[config.mk]
export PLATFORM = sky130hd
export DESIGN_NAME = icache_pipe
export DESIGN_NICKNAME = d
export VERILOG_FILES = /design/src/hdl/icache_pkg.sv /design/src/hdl/icache_pipe.sv
export SDC_FILE = /design/constraint.sdc
export NUM_CORES = 1
export LEC_CHECK = 0
export BUFFER_PORTS_ARGS = -buffer_cell sky130_fd_sc_hd__buf_2
export CORE_AREA = 10 10 512 514
export CTS_BUF_LIST = sky130_fd_sc_hd__clkbuf_8
export CTS_CLUSTER_DIAMETER = 40
export DETAILED_ROUTE_END_ITERATION = 7
export DIE_AREA = 0 0 522 524
export PLACE_DENSITY = 0.3
export SYNTH_ARGS = -nofsm -noshare
export SYNTH_HDL_FRONTEND = slang
export SYNTH_SLANG_ARGS = --single-unit
[constraint.sdc]
create_clock -name clk -period 4.31 [get_ports clk]
set_input_delay 0 -clock clk [delete_from_list [all_inputs] [get_ports clk]]
set_output_delay 0 -clock clk [all_outputs]
set_load 0.05 [all_outputs]
[src/hdl/icache_pkg.sv]
package icache_pkg;

    ////////////////////
    // geometry
    ////////////////////
    localparam int num_ways         = 4;
    localparam int num_sets         = 128;
    localparam int words_per_line   = 8;
    // last set cleared by the sweep after reset
    localparam int reset_sweep_last = 127;

    ////////////////////
    // vector types
    ////////////////////
    typedef logic [6:0]   set_idx_t;
    typedef logic [19:0]  cache_tag_t;
    typedef logic [31:0]  word_t;
    typedef logic [127:0] half_line_t;
    typedef logic [255:0] line_t;
    typedef logic [3:0]   way_sel_t;
    typedef logic [2:0]   plru_bits_t;
    typedef logic [2:0]   beat_idx_t;

    // one request as it moves down the pipeline
    typedef struct packed {
        logic       valid;
        set_idx_t   set;
        logic       offset;
        cache_tag_t tag;
        logic       exception;
    } stage_t;

    // shared access to the four way arrays
    typedef struct packed {
        set_idx_t   set;
        way_sel_t   wway;
        cache_tag_t wtag;
        logic       wvalid;
        // line data is written only on a fill
        logic       wline_en;
    } array_cmd_t;

    typedef enum logic [2:0] {
        reset_sweep,
        idle,
        run,
        miss,
        refill,
        finish,
        recover
    } cache_state_e;

endpackage

[src/hdl/icache_pipe.sv]
`timescale 1ns/1ns

module icache_pipe
    import icache_pkg::*;
(
    input  logic         clk,
    input  logic         rst,
    // CPU request
    input  logic         req,
    input  logic [7:0]   index,
    input  cache_tag_t   tag,
    input  logic         exception,
    input  cache_state_e state,
    // way array outputs
    input  cache_tag_t   way_tag [num_ways],
    input  way_sel_t     way_valid,
    input  line_t        way_line [num_ways],
    output logic         index_ok,
    output logic         data_ok,
    output half_line_t   rdata,
    output stage_t       tag_stage,
    output stage_t       data_stage,
    output set_idx_t     next_set,
    output logic         hit
);

    stage_t     ts_q;
    logic       ts_fresh;
    stage_t     ds_q;
    way_sel_t   hit_way_q;
    half_line_t half_q;
    logic       advance;

    cache_tag_t cmp_tag;
    logic       cmp_off;
    way_sel_t   hit_now;
    line_t      sel_line;
    half_line_t half_now;

    ////////////////////
    // CPU strobes
    ////////////////////
    assign hit      = |hit_way_q;
    assign data_ok  = ds_q.valid && ((hit && (state == run)) || ds_q.exception);
    assign advance  = (state == run) && (!ds_q.valid || data_ok);
    assign index_ok = (state == run) && req && (!ds_q.valid || data_ok);
    assign rdata    = half_q;

    // array read target for the next cycle
    assign next_set = index_ok ? index[7:1] : tag_stage.set;

    // tag and exception arrive one cycle after the index
    always_comb begin
        tag_stage = ts_q;
        if (ts_fresh) begin
            tag_stage.tag       = tag;
            tag_stage.exception = exception;
        end
    end

    assign data_stage = ds_q;

    ////////////////////
    // hit compare
    ////////////////////
    // idle re-checks the data stage against the refilled set
    always_comb begin
        cmp_tag  = (state == idle) ? ds_q.tag : tag_stage.tag;
        cmp_off  = (state == idle) ? ds_q.offset : tag_stage.offset;
        hit_now  = '0;
        sel_line = '0;
        for (int w = 0; w < num_ways; w++) begin
            hit_now[w] = way_valid[w] && (way_tag[w] == cmp_tag);
            if (hit_now[w]) begin
                sel_line = sel_line | way_line[w];
            end
        end
        half_now = cmp_off ? sel_line[255:128] : sel_line[127:0];
    end

    ////////////////////
    // stage registers
    ////////////////////
    always_ff @(posedge clk) begin
        if (!rst) begin
            ts_q.valid <= 1'b0;
            ts_fresh   <= 1'b0;
        end else begin
            ts_fresh <= index_ok;
            if (index_ok) begin
                ts_q.valid  <= 1'b1;
                ts_q.set    <= index[7:1];
                ts_q.offset <= index[0];
            end else if (advance) begin
                ts_q.valid <= 1'b0;
            end
            // keep the late fields while the stage is held
            if (ts_fresh) begin
                ts_q.tag       <= tag;
                ts_q.exception <= exception;
            end
        end
    end

    always_ff @(posedge clk) begin
        if (!rst) begin
            ds_q.valid <= 1'b0;
            hit_way_q  <= '0;
        end else if (advance) begin
            ds_q      <= tag_stage;
            hit_way_q <= hit_now;
        end else if (state == idle) begin
            hit_way_q <= hit_now;
        end
    end

    always_ff @(posedge clk) begin
        if (advance || (state == idle)) begin
            half_q <= half_now;
        end
    end

endmodule

Word-level counts from Yosys, hierarchy flattened
Index checks and enable logic that the tools add are counted.
Word-level totals
  bits of input ports: 1143
  logic and storage cells: 53
  register bits: 193
  output and inout port bits: 198
Cells by class
  multiplexer cells: 13
  eq/ne operators: 6
  reduce and logical (&&, ||, !) cells: 18
  bitwise operators: 3
Operators by type and width (number)
  $mux 256: 4
  $or 256x256->256: 3
  $mux 128: 1
  $eq 20x20->1: 4
  $mux 21: 1
  $mux 20: 1
  $logic_and 1x1->1: 9
  $mux 4: 2
  $mux 7: 1
  $reduce_and 2->1: 2
  $reduce_bool 2->1: 2
  $reduce_or 4->1: 1
  $eq 3x1->1 const B: 1
  $eq 3x2->1 const B: 1
  $logic_or 1x1->1: 3
  $mux 1: 3
  $logic_not 1->1: 1

Longest topological paths before layout
Gate-level depths: netlist of run 1.
  word-level depth: 12
  gate-level depth with buffers: 13
  mapped depth without buffers: 8

Worst setup path before layout of run 1
No wires, ideal clock.
  path kind: flip-flop to flip-flop
  start: register hit_way_q[3]
  end: register half_q[0], in the netlist rdata[0] (enable)
  setup slack: -0.610 ns
  cell stages (with the launch flop): 4
  data arrival time: 3.785 ns
  clock period less this slack: 4.920 ns
  cell sequence: dfxtp_1 > or4_1 > o21ai_1 > nand2_1
On the way
  cells in the longest elaborated chain, start to end: 7
RTL lines
  start, declared: line icache_pipe.sv:30  | way_sel_t hit_way_q;
  start signal, assigned: line icache_pipe.sv:111  | hit_way_q <= hit_now;
  start signal, assigned: line icache_pipe.sv:113  | hit_way_q <= hit_now;
  $reduce_or 4->1: line icache_pipe.sv:43  | assign hit = |hit_way_q;
  net hit: line icache_pipe.sv:24  | output logic hit
  $logic_and 1x1->1: line icache_pipe.sv:44  | assign data_ok = ds_q.valid && ((hit && (state == run)) || ds_q.exception);
  $logic_or 1x1->1: line icache_pipe.sv:44
  $logic_and 1x1->1: line icache_pipe.sv:44
  $logic_or 1x1->1: line icache_pipe.sv:45  | assign advance = (state == run) && (!ds_q.valid || data_ok);
  $logic_and 1x1->1: line icache_pipe.sv:45
  $logic_or 1x1->1: line icache_pipe.sv:118  | if (advance || (state == idle)) begin
  end signal, assigned: line icache_pipe.sv:119  | half_q <= half_now;
  end, declared: line icache_pipe.sv:31  | half_line_t half_q;
The timed path passes the listed nets, and every way through them passes these cells.
A chain may end at the register's enable or synchronous reset.

Final worst setup path of run 1
  start: register ts_fresh
  end: register half_q[66], in the netlist rdata[66] (data pin)
On the way
  cells in the longest elaborated chain, start to end: 12
RTL lines
  start, declared: line icache_pipe.sv:28  | logic ts_fresh;
  start signal, assigned: line icache_pipe.sv:89  | ts_fresh <= index_ok;
  $mux 21 *: line icache_pipe.sv:55  | if (ts_fresh) begin
  $mux 20 *: line icache_pipe.sv:68  | cmp_tag = (state == idle) ? ds_q.tag : tag_stage.tag;
  $eq 20x20->1: line icache_pipe.sv:73  | hit_now[w] = way_valid[w] && (way_tag[w] == cmp_tag);
  $logic_and 1x1->1: line icache_pipe.sv:73
  $mux 256: line icache_pipe.sv:74  | if (hit_now[w]) begin
  $or 256x256->256: line icache_pipe.sv:75  | sel_line = sel_line | way_line[w];
  $mux 256: line icache_pipe.sv:74
  $or 256x256->256: line icache_pipe.sv:75
  $mux 256: line icache_pipe.sv:74
  $or 256x256->256: line icache_pipe.sv:75
  $mux 256 *: line icache_pipe.sv:74
  $mux 128 *: line icache_pipe.sv:78  | half_now = cmp_off ? sel_line[255:128] : sel_line[127:0];
  net half_now[66]: line icache_pipe.sv:38  | half_line_t half_now;
The timed path passes the listed nets; every way through them passes the cells marked *.

==> run metrics, run 1 <==
Avg WL per Cell slightly above 30 um; PD cells between 150 and 200 nW/um^2; Mapped Area around 17,000 um^2; Yosys reg bits a little under 200; initial core utilization under 10%; Ys Warns 0; Clock Latency Late Sink about 700 ps; area grow syn2layout 114%; main area contributors after synthesis edfxtp_1 (34%), nand3_1 (30%), nand4_1 (9.9%); CTS clk-pin slew, worst paths 200 ps; gp weighted congestion roughly 0.93; Yosys cell types 35; Remaining Overflow, GRT 0; Max IR drop VDD 283 uV; Crit path top cell by count buf_12; die width 522 um; most common cell in the netlist nand3_1; routed via count 27,486; Largest stage delay, worst path 560 ps; Layout Nets 5,118; worst r2r src ts_fresh; Final ANT Viol Nets 0; period utilization between 90% and 100%; Crit path max-delay family buffers and inverters; first-pass iteration count of the detailed router 5; CTS sink cnt just under 200; CP max-delay cell dlygate4sd3_1; crit end category flop; # DRC 0; async set-reset flop share out of synthesis 0%; CP required about 4900 ps; worst setup path start ts_fresh; cts bufs inserted 17; worst rel slew slack 23.9%; Post-synth top cells nand3_1 (1,004), nand4_1 (263), edfxtp_1 (186); Synthesized Nets approximately 3,200; area leader, netlist edfxtp_1; PnR worst setup slack 153 ps; ys flop type edfxtp_1; MaxCap Viol Count 0; non-filler cells, final 7,407; Die Area ~270,000 um^2; Core Area 251,000 um^2; Power, Total between 5000 and 6000 uW; Total GRT Usage between 10% and 20%; largest net degree at the start of global routing 60; Crit Path Max Fanout 29; row cnt 184; post-synthesis sequential area ratio about a third; HP Start way_line[501]; clk root buf clkbuf_8; unrepaired setup endpoints after global routing false; TritonCTS clock tree done; DRT iter0 DRCs about 2,200; worst-margin pin slew between 1000 and 1500 ps; final WL 225,000 um; IO Port Bufs ~1,300; Chip Height 524 um; kind of critical path flop to flop; post-synth top area share between 30% and 40%; # fillers 29,233; TNS Setup 0 ps; vias in the first global route about 29,000; crit path launch type flop; final setup vio count 0; number of flops mapped to enable cells by yosys 186; Leak 0.0153 uW; register area about 5700 um^2; H-tree levels 4; critical-path cell list buf_12, mux2_2, mux2i_4, xor2_1, nand4_1, nor4_4, buf_4, buf_12, buf_12, nand3_1, nand4_1, dlygate4sd3_1, mux2_2; DP Wirelength around 200,000 um; Multi-input gate area ~10000 um^2; Final Slew Violations 0; final hold vios 0; vias per cell about 3.7; Worst Hold Class input port to flop; initial antenna violation count around 220; num ports approximately 1,300; synthesized area per cell between 8 and 9 um^2; Mapped Cells between 2,000 and 2,500; WP data arrival approximately 4800 ps; cell total after placement 6,667; global-route wire length before repair roughly 290,000 um; FMAX between 200 and 250 MHz; layout cell share with drive strength beyond 1 around 43%; Buffers & Inverters on Critical Path 5; skew final around 55 ps; maximum root-to-sink buffer count 2; Setup WS pre-CTS 142 ps; minimum clock period after layout 4160 ps; status finished, final reports clean
==> routing by layer <==
layer / wire length [um] / up-vias / track usage, %
met5: 874 / - / 0
met4: 5150 / 130 / 3.34
met3: 24900 / 348 / 6.82
met2: 106000 / 1660 / 26.4
met1: 88000 / 13519 / 18.1
li1: - / 11829 / -
==> through the flow <==
step                      util, %  hold slack (ps)  area (um^2)
after floorplan                 -             98.9        16700
after global placement       11.4              179        28700
after detailed placement     11.4              187        28700
after CTS                    14.1             21.2        35400
after global routing         14.1             32.2        35500
final                        14.2             56.5        35700
==> power by group <==
group | total, uW | switching, uW | internal [uW]
registers | 2120 | 21.0 | 2100
clock network | 1750 | 1270 | 488
logic | 1760 | 958 | 798
total | 5630 | 2240 | 3390
==> state kept, by name, indices dropped and copies added (netlist names) <==
register	flops
data_stage	30
hit_way_q	4
rdata	128
tag_stage	9
ts_fresh	1
ts_q	21
==> cells in the final DEF, fill, tap and decap left out, drive strengths merged <==
master       count
xnor2            4
xor2            76
nor2             6
or4              1
edfxtp         186
dfxtp            7
nand2b           1
a21oi            6
mux2i           37
o22a             4
buf           1537
or3b             1
nor3b            1
dlygate4sd3    631
inv             11
o21ai            1
o211ai           1
nor4             5
o221a            1
clkinv           6
mux2           145
o221ai           4
clkbuf          17
nand4          263
nor2b            1
and3             1
nand3         1004
nand2           30
diode           71
==> worst register-to-register path: cells and delay by family, from the launching register on <==
family	cells	cell delay, ps
buf+inv	5	1510
simple gates	4	1050
mux	3	880
flops	1	400
xor+xnor	1	210
==> final timing paths <==
check	endpoint	slack, ps	depth (start not counted)
worst max-delay path	rdata[66]	150	13
worst min-delay path	rdata[117]	60	4
worst max register to register	rdata[66]	150	13
worst min register to register	hit_way_q[3]	490	2
==> cell families after synthesis <==
logic type | Yosys count | synth area share, %
mux | 182 | 12.8
buf+inv | 249 | 6.31
xor+xnor | 80 | 4.20
simple gates | 1314 | 41.6
flops | 193 | 34.4
compound gates | 17 | 0.743
==> cell type report <==
type / count / area share, %
Antenna cell: 71 / 0.498
Clock buffer: 17 / 0.656
Clock inverter: 15 / 0.642
Inverter: 2 / 0.0210
Multi-Input combinational cell: 1593 / 28.0
Sequential cell: 193 / 16.0
Tap cell: 3348 / 11.7
Timing Repair Buffer: 2168 / 42.4
==> repair_timing <==
item | in CTS | in global routing
hold buffers | 631 | 0
gates resized for setup | 0 | 3
setup buffers | 0 | 6
endpoints found under the hold margin | 206 | 0
endpoints found under the setup margin | 0 | 104
(Power assumes the default switching activity.)
==> run 2, diff against run 1 <==
- CTS_BUF_LIST: sky130_fd_sc_hd__clkbuf_8 -> sky130_fd_sc_hd__clkbuf_16
==> run metrics, run 2 (same netlist as run 1, synthesis figures left out) <==
Flop pwr share 35.7% (was 37.7%); worst rel slew slack 23.1% (was 23.9%); CTS clk-pin slew, worst paths 130 ps (was 200 ps); layout cell share with drive strength beyond 1 44.1% (was 43.3%); final setup vio count 0 (unchanged); clk root buf clkbuf_16 (was clkbuf_8); CP required 4770 ps (was 4900 ps); critical-path cell list buf_12, mux2_2, mux2i_2, xor2_1, nand3_1, nor4_4, buf_4, buf_12, buf_12, nand3_1, nand4_1, dlygate4sd3_1, mux2_2 (was buf_12, mux2_2, mux2i_4, xor2_1, nand4_1, nor4_4, buf_4, buf_12, buf_12, nand3_1, nand4_1, dlygate4sd3_1, mux2_2); initial core utilization 6.64% (unchanged); Total GRT Usage 15.6% (about the same); TritonCTS clock tree done (unchanged); most frequent cells in the layout buf_2 (1,340), nand3_1 (1,004), dlygate4sd3_1 (556) (was buf_2 (1,340), nand3_1 (1,004), dlygate4sd3_1 (631)); Final ANT Viol Nets 0 (unchanged); CP max-delay cell dlygate4sd3_1 (unchanged); Die Area 274,000 um^2 (unchanged); worst-margin pin slew 1150 ps (was 1140 ps); crit path launch type flop (unchanged); Net Switching 2260 uW (was 2240 uW); Chip Height 524 um (unchanged); Avg WL per Cell 30.7 um (was 30.4 um); routed via count 27,076 (was 27,486); period utilization 95.5% (was 96.4%); Remaining Overflow, GRT 0 (unchanged); met3 wire length 24,800 um (was 24,900 um); largest net degree at the start of global routing 60 (unchanged); global-route wire length before repair 287,000 um (was 288,000 um); area grow syn2layout 111% (was 114%); Buffers & Inverters on Critical Path 5 (unchanged); highest routed metal layer met5 (unchanged); kind of critical path flop to flop (unchanged); Switching Fraction 38.0% (was 39.9%); DP Wirelength 195,000 um (unchanged); cts bufs inserted 17 (unchanged); IO Port Bufs 1,340 (unchanged); Core Area 251,000 um^2 (unchanged); PD cells 170 nW/um^2 (was 158 nW/um^2); gp weighted congestion 0.932 (unchanged); DRT iter0 DRCs 2,270 (was 2,208); final WL 225,000 um (about the same); maximum root-to-sink buffer count 2 (unchanged); Final Slew Violations 0 (unchanged); minimum clock period after layout 4120 ps (was 4160 ps); met2 wire len 106,000 um (about the same); Pint 3690 uW (was 3390 uW); Leak 0.0151 uW (was 0.0153 uW); Worst Hold Class input port to flop (unchanged); first-pass iteration count of the detailed router 5 (unchanged); Max IR drop VDD 323 uV (was 283 uV); # DRC 0 (unchanged); CTS sink cnt 193 (unchanged); num ports 1,341 (unchanged); Crit Path Max Fanout 29 (unchanged); Power, Total 5950 uW (was 5630 uW); row cnt 184 (unchanged); MaxCap Viol Count 0 (unchanged); met1 wire length 87,900 um (was 88,000 um); WP data arrival 4580 ps (was 4750 ps); H-tree levels 4 (unchanged); Crit path top cell by count buf_12 (unchanged); Gate power share 28.3% (was 31.2%); Crit path max-delay family buffers and inverters (unchanged); max FFs per register 128 (unchanged); Clock Latency Late Sink 580 ps (was 710 ps); crit end category flop (unchanged); die width 522 um (unchanged); commonest non-fill, non-tap cell in the layout buf_2 (unchanged); status finished, final reports clean (unchanged); final hold vios 0 (unchanged); Layout Nets 5,042 (was 5,118); FMAX 243 MHz (was 241 MHz); TNS Setup 0 ps (unchanged); initial antenna violation count 232 (was 221); clock power share 36.1% (was 31.1%); unrepaired setup endpoints after global routing false (unchanged); Largest stage delay, worst path 560 ps (about the same); vias in the first global route 28,516 (was 28,873); skew final 37.2 ps (was 55.1 ps); vias per cell 3.70 (was 3.71)
## run 2: cell types whose count changed in the layout (fill, tap and decap cells not counted)
cell	delta
buf_4	-1
dlygate4sd3_1	-75
clkbuf_16	+17
diode_2	-10
clkbuf_8	-17
## run 2: through the flow
stage / hold WS, ps / area (um^2) / setup WS (ps) / utilization [%] / instances
finish: 19.5 / 35100 / 192 / 14.0 / 7321
detailed placement: 187 / 28700 / 142 / 11.4 / 6667
CTS: 0.382 / 34900 / 26.5 / 13.9 / 7255
floorplan: 98.9 / 16700 / 692 / - / 2035
global placement: 179 / 28700 / 132 / 11.4 / 6667
global route: 14.0 / 35000 / 35.8 / 13.9 / 7278
## run 2: repair_timing
item,4_1_cts,5_1_grt
setup buffers,0,5
hold buffers,556,0
setup endpoints to repair,0,95
gates resized for setup,0,3
endpoints found under the hold margin,202,0
## run 2: final cells by class
type,instances,area [um^2]
Fill cell,29286,216000
Timing Repair Buffer,2092,14400
Multi-Input combinational cell,1593,9980
Sequential cell,193,5730
Tap cell,3348,4190
Clock buffer,17,425
Clock inverter,15,229
Antenna cell,61,153
Inverter,2,7.51
## run 2: worst reg2reg max path: stages, from the launching register on
cell           delay [ps]
dfxtp_1               380
buf_12                190
mux2_2                410
mux2i_2               410
xor2_1                230
nand3_1               150
nor4_4                290
buf_4                 190
buf_12                240
buf_12                330
nand3_1               310
nand4_1               190
dlygate4sd3_1         560
mux2_2                140
## run 2: final timing paths
kind / start / endpoint / slack [ps] / depth (start not counted)
min reg2reg: hit_way_q[2] / hit_way_q[2] / 480 / 2
max reg2reg: ts_fresh / rdata[66] / 190 / 13
max: ts_fresh / rdata[66] / 190 / 13
min: way_line[511] / rdata[127] / 20 / 4
## run 2: layer usage
metal | track usage [%] | up-vias
li1 | - | 11659
met1 | 18.0 | 13261
met2 | 26.3 | 1638
met3 | 7.09 | 368
met4 | 3.55 | 150
met5 | 0 | -
## run 2: power groups by stage
stage,sequential [uW],combinational (uW),clock (uW)
3_3_place_gp,2170,1440,0
4_1_cts,2120,1710,2330
2_1_floorplan,2270,328,0
5_1_grt,2130,1780,2360
6_report,2120,1680,2150
3_5_place_dp,2170,1420,0
==> run 3, diff against run 2 <==
- SETUP_SLACK_MARGIN: not set -> 0.5
==> run metrics, run 3 (same netlist as run 1, synthesis figures left out) <==
minimum clock period after layout 3660 ps (was 4120 ps); CTS sink cnt 193 (unchanged); Clock Latency Late Sink 590 ps (was 580 ps); gp weighted congestion 0.932 (unchanged); unrepaired setup endpoints after global routing true (was false); CP required 4770 ps (about the same); first-pass iteration count of the detailed router 5 (unchanged); worst rel slew slack 23.0% (was 23.1%); layout cell share with drive strength beyond 1 40.1% (was 44.1%); initial antenna violation count 189 (was 232); skew final 38.2 ps (was 37.2 ps); routed via count 28,509 (was 27,076); commonest non-fill, non-tap cell in the layout buf_2 (unchanged); DRT iter0 DRCs 2,346 (was 2,270); Power, Total 6510 uW (was 5950 uW); status finished, final reports clean (unchanged); area grow syn2layout 135% (was 111%); Core Area 251,000 um^2 (unchanged); max FFs per register 128 (unchanged); num ports 1,341 (unchanged); vias per cell 3.70 (about the same); clk root buf clkbuf_16 (unchanged); final hold vios 0 (unchanged); final WL 228,000 um (was 225,000 um); Final Slew Violations 0 (unchanged); Total GRT Usage 15.7% (was 15.6%); worst r2r src ts_fresh (unchanged); IO Port Bufs 1,340 (unchanged); Crit Path Max Fanout 21 (was 29); DP Wirelength 195,000 um (unchanged); initial core utilization 6.64% (unchanged); Layout Nets 5,433 (was 5,042); most frequent cells in the layout buf_2 (1,340), nand3_1 (1,004), dlygate4sd3_1 (946) (was buf_2 (1,340), nand3_1 (1,004), dlygate4sd3_1 (556)); final setup vio count 0 (unchanged); Remaining Overflow, GRT 0 (unchanged); worst-margin pin slew 1150 ps (about the same); Chip Height 524 um (unchanged); CTS clk-pin slew, worst paths 130 ps (about the same); row cnt 184 (unchanged); MaxCap Viol Count 0 (unchanged); Max IR drop VDD 324 uV (was 323 uV); FMAX 274 MHz (was 243 MHz); PD cells 167 nW/um^2 (was 170 nW/um^2); die width 522 um (unchanged); Leak 0.0161 uW (was 0.0151 uW); period utilization 84.8% (was 95.5%); crit path launch type flop (unchanged); maximum root-to-sink buffer count 2 (unchanged); cts bufs inserted 17 (unchanged); H-tree levels 4 (unchanged); WP data arrival 4110 ps (was 4580 ps); Final ANT Viol Nets 0 (unchanged); crit end category flop (unchanged); # DRC 0 (unchanged); largest net degree at the start of global routing 60 (unchanged); HP Start way_line[511] (unchanged); worst setup path start ts_fresh (unchanged); Die Area 274,000 um^2 (unchanged); TritonCTS clock tree done (unchanged); vias in the first global route 30,390 (was 28,516); kind of critical path flop to flop (unchanged); Worst Hold Class input port to flop (unchanged); global-route wire length before repair 293,000 um (was 287,000 um); TNS Setup 0 ps (unchanged); Avg WL per Cell 29.5 um (was 30.7 um)
[run 3: stage by stage]
stage | instances | setup WS [ps] | utilization, % | hold slack [ps] | area, um^2
after floorplan | 2035 | 692 | - | 98.9 | 16700
after global placement | 6667 | 132 | 11.4 | 179 | 28700
after detailed placement | 6667 | 142 | 11.4 | 187 | 28700
after CTS | 7646 | 429 | 15.5 | 0.382 | 38800
after global routing | 7670 | 488 | 15.5 | 4.74 | 39000
final | 7714 | 654 | 15.6 | 0.657 | 39100
[run 3: where the power goes]
| part | leakage, uW | switching, uW | internal [uW] | total, uW |
|---|---|---|---|---|
| combinational | 0.0138 | 1120 | 1120 | 2240 |
| clock | 0.000314 | 1320 | 834 | 2150 |
| sequential | 0.00196 | 21.2 | 2100 | 2120 |
| total | 0.0161 | 2460 | 4060 | 6510 |
[run 3: final timing paths]
check / to / slack [ps] / cells after the start
min reg2reg: hit_way_q[2] / 480 / 2
max reg2reg: rdata[122] / 650 / 12
max: rdata[122] / 650 / 12
min: rdata[127] / 0.7 / 4
[run 3: routing by layer]
layer | vias to the layer above | global-route usage (%) | share of wire, %
met5 | - | 0 | 0.33
met4 | 114 | 3.30 | 2.3
met3 | 307 | 4.95 | 8.8
met2 | 1644 | 26.9 | 48
met1 | 14006 | 19.3 | 41
li1 | 12438 | - | -
[run 3: worst max-delay path, stage by stage, from the launching register on]
cell           delay [ps]
dfxtp_1               380
buf_12                190
mux2_2                400
mux2i_4               320
xor2_1                210
nand4_1               220
nor4_4                380
buf_6                 240
buf_4                 230
nand3_1               100
nand4_1               100
dlygate4sd3_1         560
mux2_2                140
[run 3: area by class of cell]
cell class | count | area (um^2)
Fill cell | 28753 | 212000
Timing Repair Buffer | 2483 | 18300
Multi-Input combinational cell | 1593 | 10000
Sequential cell | 193 | 5730
Tap cell | 3348 | 4190
Clock buffer | 17 | 425
Clock inverter | 15 | 229
Antenna cell | 63 | 158
Inverter | 2 | 7.51
[run 3: what timing repair did]
action | CTS | global route
setup endpoints to repair | 12 | 14
buffers inserted | 1 | 3
endpoints found under the hold margin | 202 | 0
gates resized for setup | 3 | 6
cloned | 0 | 2
hold buffers | 946 | 0
pin swaps | 2 | 3
